$ cat src/dcache_pkg.sv
// dcache shared definitions
// widths of the cpu and memory buses, response code and controller states
package dcache_pkg;

  localparam int addr_width   = 32;
  localparam int data_width   = 64;
  localparam int strb_width   = data_width / 8;
  localparam int offset_width = 3;   // byte within the 64-bit word

  // hit encode in the tag store only handles two ways
  localparam int way_count = 2;

  localparam logic [1:0] resp_okay = 2'b00;

  typedef enum logic [2:0] {
    idle,
    hit,
    wb_addr,     // victim write-back
    wb_data,
    wb_resp,
    fill_addr,   // refill from memory
    fill_data
  } ctrl_state_t;

endpackage

$ cat src/dcache_ctrl.sv
`timescale 1ns/1ps
// dcache controller
// accepts one cpu request at a time, checks the tag store and on a miss
// writes back a dirty victim and refills the line before serving the request
module dcache_ctrl #(
  parameter int  index_width = 6,
  localparam int tag_width   = dcache_pkg::addr_width - index_width - dcache_pkg::offset_width
) (
  input  logic                              clk,
  input  logic                              rst,
  // cpu side
  input  logic                              ar_valid_i,
  output logic                              ar_ready_o,
  input  logic [dcache_pkg::addr_width-1:0] ar_addr_i,
  output logic                              r_valid_o,
  input  logic                              r_ready_i,
  output logic [dcache_pkg::data_width-1:0] r_data_o,
  output logic [1:0]                        r_resp_o,
  input  logic                              aw_valid_i,
  output logic                              aw_ready_o,
  input  logic [dcache_pkg::addr_width-1:0] aw_addr_i,
  input  logic                              w_valid_i,
  output logic                              w_ready_o,
  input  logic [dcache_pkg::strb_width-1:0] w_strb_i,
  input  logic [dcache_pkg::data_width-1:0] w_data_i,
  output logic                              b_valid_o,
  input  logic                              b_ready_i,
  output logic [1:0]                        b_resp_o,
  // memory side
  output logic                              mem_ar_valid_o,
  input  logic                              mem_ar_ready_i,
  output logic [dcache_pkg::addr_width-1:0] mem_ar_addr_o,
  input  logic                              mem_r_valid_i,
  output logic                              mem_r_ready_o,
  input  logic [dcache_pkg::data_width-1:0] mem_r_data_i,
  input  logic [1:0]                        mem_r_resp_i,
  output logic                              mem_aw_valid_o,
  input  logic                              mem_aw_ready_i,
  output logic [dcache_pkg::addr_width-1:0] mem_aw_addr_o,
  output logic                              mem_w_valid_o,
  input  logic                              mem_w_ready_i,
  output logic [dcache_pkg::strb_width-1:0] mem_w_strb_o,
  output logic [dcache_pkg::data_width-1:0] mem_w_data_o,
  input  logic                              mem_b_valid_i,
  output logic                              mem_b_ready_o,
  input  logic [1:0]                        mem_b_resp_i,
  // tag store
  output logic [index_width-1:0]            lookup_index_o,
  output logic [tag_width-1:0]              lookup_tag_o,
  input  logic                              hit_i,
  input  logic                              hit_way_i,
  input  logic                              victim_way_i,
  input  logic                              victim_dirty_i,
  input  logic [tag_width-1:0]              victim_tag_i,
  output logic                              tag_we_o,
  output logic                              valid_set_o,
  output logic                              valid_clr_o,
  output logic                              dirty_set_o,
  output logic                              dirty_clr_o,
  output logic                              way_sel_o,
  // data arrays
  output logic [dcache_pkg::way_count-1:0]  ram_en_o,
  output logic                              ram_we_o,
  output logic [dcache_pkg::strb_width-1:0] ram_bmask_o,
  output logic [index_width-1:0]            ram_index_o,
  output logic [dcache_pkg::data_width-1:0] ram_wdata_o,
  input  logic [dcache_pkg::data_width-1:0] ram_rdata_i [dcache_pkg::way_count]
);
  import dcache_pkg::*;

  ctrl_state_t           state_q;
  logic [addr_width-1:0] addr_q;
  logic [addr_width-1:0] wb_addr_q;
  logic [addr_width-1:0] req_addr;
  logic [addr_width-1:0] lookup_addr;
  logic                  is_wr_q;
  logic                  way_q;
  logic                  hit_go_q;   // first hit cycle done
  logic [1:0]            resp_q;
  logic                  ar_hs;
  logic                  aw_hs;
  logic                  w_hs;
  logic                  fill_hs;
  logic                  rd_issue;
  logic                  rd_capture;

  assign ar_ready_o = (state_q == idle);
  assign aw_ready_o = (state_q == idle) && !ar_valid_i;   // read wins
  assign ar_hs      = ar_valid_i && ar_ready_o;
  assign aw_hs      = aw_valid_i && aw_ready_o;
  assign w_hs       = w_valid_i && w_ready_o;
  assign fill_hs    = (state_q == fill_data) && mem_r_valid_i;
  assign req_addr   = ar_valid_i ? ar_addr_i : aw_addr_i;

  // incoming address while idle, latched one for the rest of the request
  assign lookup_addr    = (state_q == idle) ? req_addr : addr_q;
  assign lookup_index_o = lookup_addr[offset_width +: index_width];
  assign lookup_tag_o   = lookup_addr[addr_width-1 -: tag_width];

  // read hit: sram read in the first cycle, output registered in the second
  assign rd_issue   = (state_q == hit) && !hit_go_q && !is_wr_q;
  assign rd_capture = (state_q == hit) && hit_go_q && !is_wr_q && !r_valid_o;

  always_ff @(posedge clk) begin
    if (rst) begin
      state_q   <= idle;
      is_wr_q   <= 1'b0;
      way_q     <= 1'b0;
      hit_go_q  <= 1'b0;
      resp_q    <= resp_okay;
      r_valid_o <= 1'b0;
      w_ready_o <= 1'b0;
      b_valid_o <= 1'b0;
    end else begin
      case (state_q)
        idle: begin
          hit_go_q <= 1'b0;
          if (ar_hs || aw_hs) begin
            is_wr_q <= aw_hs;
            resp_q  <= resp_okay;
            if (hit_i) begin
              way_q   <= hit_way_i;
              state_q <= hit;
            end else begin
              way_q   <= victim_way_i;
              state_q <= victim_dirty_i ? wb_addr : fill_addr;
            end
          end
        end
        hit: begin
          hit_go_q <= 1'b1;
          if (!hit_go_q && is_wr_q) begin
            w_ready_o <= 1'b1;   // line is present now
          end
          if (rd_capture) begin
            r_valid_o <= 1'b1;
          end
          if (w_hs) begin
            w_ready_o <= 1'b0;
            b_valid_o <= 1'b1;
          end
          if (r_valid_o && r_ready_i) begin
            r_valid_o <= 1'b0;
            state_q   <= idle;
          end
          if (b_valid_o && b_ready_i) begin
            b_valid_o <= 1'b0;
            state_q   <= idle;
          end
        end
        wb_addr: begin
          if (mem_aw_ready_i) begin
            state_q <= wb_data;
          end
        end
        wb_data: begin
          if (mem_w_ready_i) begin
            state_q <= wb_resp;
          end
        end
        wb_resp: begin
          if (mem_b_valid_i) begin
            resp_q  <= resp_q | mem_b_resp_i;
            state_q <= fill_addr;
          end
        end
        fill_addr: begin
          if (mem_ar_ready_i) begin
            state_q <= fill_data;
          end
        end
        fill_data: begin
          if (mem_r_valid_i) begin
            resp_q  <= resp_q | mem_r_resp_i;
            state_q <= hit;   // serve the request from the refilled line
          end
        end
        default: state_q <= idle;
      endcase
    end
  end

  // request address and victim address, both word aligned
  always_ff @(posedge clk) begin
    if (ar_hs || aw_hs) begin
      addr_q    <= {req_addr[addr_width-1:offset_width], {offset_width{1'b0}}};
      wb_addr_q <= {victim_tag_i, lookup_index_o, {offset_width{1'b0}}};
    end
    if (rd_capture) begin
      r_data_o <= ram_rdata_i[way_q];
    end
  end

  assign r_resp_o = resp_q;   // sticky over the miss sequence
  assign b_resp_o = resp_q;

  // tag store updates
  assign way_sel_o   = way_q;
  assign valid_clr_o = (state_q == fill_addr);
  assign tag_we_o    = fill_hs;
  assign valid_set_o = fill_hs;
  assign dirty_clr_o = fill_hs;   // refilled line is clean
  assign dirty_set_o = w_hs;

  // data arrays
  assign ram_we_o    = fill_hs || w_hs;
  assign ram_bmask_o = fill_hs ? '1 : w_strb_i;
  assign ram_wdata_o = fill_hs ? mem_r_data_i : w_data_i;
  assign ram_index_o = addr_q[offset_width +: index_width];

  always_comb begin
    ram_en_o        = '0;
    // victim word is read while the write-back address is out
    ram_en_o[way_q] = ram_we_o || rd_issue || (state_q == wb_addr);
  end

  // memory side
  assign mem_aw_valid_o = (state_q == wb_addr);
  assign mem_aw_addr_o  = wb_addr_q;
  assign mem_w_valid_o  = (state_q == wb_data);
  assign mem_w_strb_o   = '1;
  assign mem_w_data_o   = ram_rdata_i[way_q];
  assign mem_b_ready_o  = (state_q == wb_resp);
  assign mem_ar_valid_o = (state_q == fill_addr);
  assign mem_ar_addr_o  = addr_q;
  assign mem_r_ready_o  = (state_q == fill_data);

endmodule

$ cat config.mk
export PLATFORM = sky130hd
export DESIGN_NAME = dcache_ctrl
export DESIGN_NICKNAME = d
export VERILOG_FILES = /design/src/dcache_pkg.sv /design/src/dcache_ctrl.sv
export SDC_FILE = /design/constraint.sdc
export NUM_CORES = 1
export LEC_CHECK = 0
export ABC_AREA = 1
export BUFFER_PORTS_ARGS = -buffer_cell sky130_fd_sc_hd__buf_2
export CORE_AREA = 2 2 275 277
export CTS_CLUSTER_SIZE = 24
export DETAILED_ROUTE_END_ITERATION = 7
export DIE_AREA = 0 0 277 279
export GPL_TIMING_DRIVEN = 0
export MAX_ROUTING_LAYER = met4
export SLEW_MARGIN = 15
export SYNTH_ARGS = -nofsm -noshare
export SYNTH_HDL_FRONTEND = slang
export SYNTH_SLANG_ARGS = --single-unit
$ cat constraint.sdc
create_clock -name clk -period 13.3 [get_ports clk]
set_input_delay 2.66 -clock clk [delete_from_list [all_inputs] [get_ports clk]]
set_output_delay 2.66 -clock clk [all_outputs]
set_load 0.05 [all_outputs]
==> results.sh <==
export IMPL_status="finished clean"
export IMPL_grt_max_degree=58
export IMPL_clk_latency_ns=0.46
export IMPL_crit_path_end_kind="output port"
export IMPL_fillers=8438
export IMPL_die_area_um2=77300
export IMPL_crit_path_start_kind="input port"
export IMPL_ys_ff_latch=133
export IMPL_cts_buffers=17
export IMPL_synth_common_cells="506 x nand2_1, 122 x edfxtp_1, 49 x nor2_1"
export IMPL_detailed_place_area_um2=11700
export IMPL_synth_ff_type="edfxtp_1"
export IMPL_reg2reg_slack_ns=9.39
export IMPL_vdd_drop_max_v=0.000105
export IMPL_dp_hpwl_mm=39.9
export IMPL_finalCriticalPeriod_ns=7.16
export IMPL_port_buffers=680
export IMPL_fmax_ghz=0.140
export IMPL_yosys_top_cells_area="edfxtp_1 53%, nand2_1 27%, buf_4 3.6%, dfxtp_1 3.2%, a31oi_1 2.7%"
export IMPL_avgSynthCellArea_um2=8.13
export IMPL_post_route_cell_area_um2=12300
export IMPL_vias=8871
export IMPL_post_cts_setup_buffers=0
export IMPL_die_x_um=277
export IMPL_grt_pass1_vias=8383
export IMPL_worst_slew_pin_slew_ns=0.953
export IMPL_dr_pass1_iters=5
export IMPL_hp_class="register to register"
export IMPL_synth_top_cell_area_share=0.528
export IMPL_antenna_found_initial=36
export IMPL_yosysWarnings=0
export IMPL_viasPerCell=3.45
export IMPL_power_density_nw_per_um2=233
export IMPL_drc_errors=0
export IMPL_pre_cts_slack_ns=6.12
export IMPL_worst_ep_required_time_ns=10.64
export IMPL_synth_distinct_cells=25
export IMPL_p_leak_nw=6.38
export IMPL_cp_arrival_ns=4.50
export IMPL_place_congestion=0.890
export IMPL_ant_nets=0
export IMPL_drt_iter0_markers=459
export IMPL_cts_tree="done"
export IMPL_cts_root_buf="clkbuf_16"
export IMPL_cts_sinks=133
export IMPL_cts_max_level=4
export IMPL_start_util=0.0937
export IMPL_final_nets=1946
export IMPL_power_w=0.00287
export IMPL_synth_enable_flop_cells=122
export IMPL_grt_pass1_wl_mm=62.2
export IMPL_cts_resized=0
export IMPL_ios=701
export IMPL_drive_above_1_share=0.497
export IMPL_critPathMaxFanout=10
export IMPL_min_period_over_period=0.538
export IMPL_syn_to_final_growth_pct=77.5
export IMPL_core_area_um2=74100
export IMPL_fp_row_count=100
export IMPL_clkSlewWorstSetupHoldPaths_ns=0.08
export IMPL_die_h_um=279
export IMPL_grt_util_all_layers=0.120
export IMPL_grt_overflow=0
export IMPL_wl_per_cell_um=18.2
export IMPL_relSlewSlack=0.364
export IMPL_syn_inst=853
export IMPL_path_class="input port to output port"
export IMPL_cts_buffer_depth=2
export IMPL_finalSetupViolCount=0
export IMPL_setup_tns_ns=0
export IMPL_yosysTopAreaCell="edfxtp_1"
export IMPL_setup_ws_ns=6.14
export IMPL_netlist_area_um2=6940
export IMPL_rsz0062_at_grt="false"
export IMPL_fin_util=0.166
export IMPL_holdBufCountCts=0
export IMPL_synthArstFlopShare=0
export IMPL_final_setup_skew_ns=0.0183
export IMPL_final_max_slew_violation_count=0
export IMPL_hold_violations=0
export IMPL_drv_cap=0
export IMPL_yosysSeqAreaShare=0.560
export IMPL_drt_total_wl_mm=46.8
export IMPL_synth_most_common_cell="nand2_1"
[power breakdown]
part | switching, W | internal, W | leakage [nW]
combinational | 0.00140 | 0.000337 | 4.86
sequential | 0.0000417 | 0.000593 | 1.23
clock | 0.000235 | 0.000267 | 0.294
total | 0.00168 | 0.00120 | 6.37
[placed cells by master (no fill, tap or decap), types with 2 or more instances in the layout]
cell type | Yosys | final
clkbuf_1 | 17 | 15
diode_2 | 0 | 11
clkinv_2 | 0 | 2
a21oi_1 | 5 | 5
conb_1 | 2 | 14
a31oi_1 | 30 | 30
dfxtp_1 | 11 | 11
nand4_1 | 3 | 3
inv_8 | 0 | 2
a211oi_1 | 2 | 2
or2_2 | 9 | 9
buf_4 | 33 | 38
nand2_1 | 506 | 506
nand3_1 | 9 | 9
inv_6 | 0 | 8
clkinv_8 | 0 | 2
edfxtp_1 | 122 | 122
buf_1 | 3 | 3
inv_1 | 20 | 19
clkbuf_2 | 0 | 2
nor2_1 | 49 | 49
clkbuf_16 | 0 | 17
inv_2 | 3 | 3
nor3_1 | 4 | 4
buf_6 | 7 | 7
buf_2 | 7 | 692
o21ai_0 | 6 | 6
[logic make-up (layout without fill, tap and decap cells)]
logic type             Yosys count  count (layout)  share of synthesized area
AOI/OAI and AO/OA               45              45                     0.0399
buffers and inverters           90             813                     0.0754
DFF                            133             133                      0.560
other                            2              25                    0.00108
and+or+nand+nor                583             583                      0.324
[path summary, 6_finish.rpt]
kind,startpoint,end,cells past startpoint
setup / recovery,ar_valid_i,lookup_tag_o[19],7
hold / removal,w_ready_o,w_ready_o,2
setup reg to reg,state_q[2],r_data_o[2],12
hold reg to reg,w_ready_o,w_ready_o,2
[critical path, cell delays in order]
cell and delay (ns):
buf_2 0.14, inv_1 0.07, clkbuf_1 0.51, clkbuf_1 0.46, nand2_1 0.13, a31oi_1 0.20
buf_2 0.32
[flip-flops by register name (all words and copies together), names as in the netlist, 2 cells and up]
| register | flops |
|---|---|
| mem_ar_addr_o | 29 |
| mem_aw_addr_o | 29 |
| b_resp_o | 2 |
| r_data_o | 64 |
| state_q | 3 |
[cell type report]
cell class / instances / area [um2] / share of cell area
Sequential cell: 133 / 3880 / 0.315
Buffer: 67 / 439 / 0.0357
Inverter: 23 / 88.8 / 0.00721
Timing Repair Buffer: 691 / 3490 / 0.284
Tap cell: 969 / 1210 / 0.0984
Multi-Input combinational cell: 642 / 2580 / 0.210
Clock inverter: 15 / 165 / 0.0134
Clock buffer: 17 / 425 / 0.0345
Antenna cell: 11 / 27.5 / 0.00223
[metrics by stage]
step           hold WS, ns  cells
3_5_place_dp         0.476   2525
3_3_place_gp         0.471   2514
4_1_cts              0.494   2557
2_1_floorplan        0.459    865
5_1_grt              0.519   2567
6_report             0.487   2568
[routing by layer]
layer / vias to the layer above / wire [um] / GRT usage
met5: - / 0 / -
met4: 0 / 2250 / 0.0642
met3: 104 / 4170 / 0.0410
met2: 615 / 23100 / 0.206
met1: 3972 / 17300 / 0.122
li1: 4180 / - / -
No activity file was read; power rests on OpenSTA's default activity.
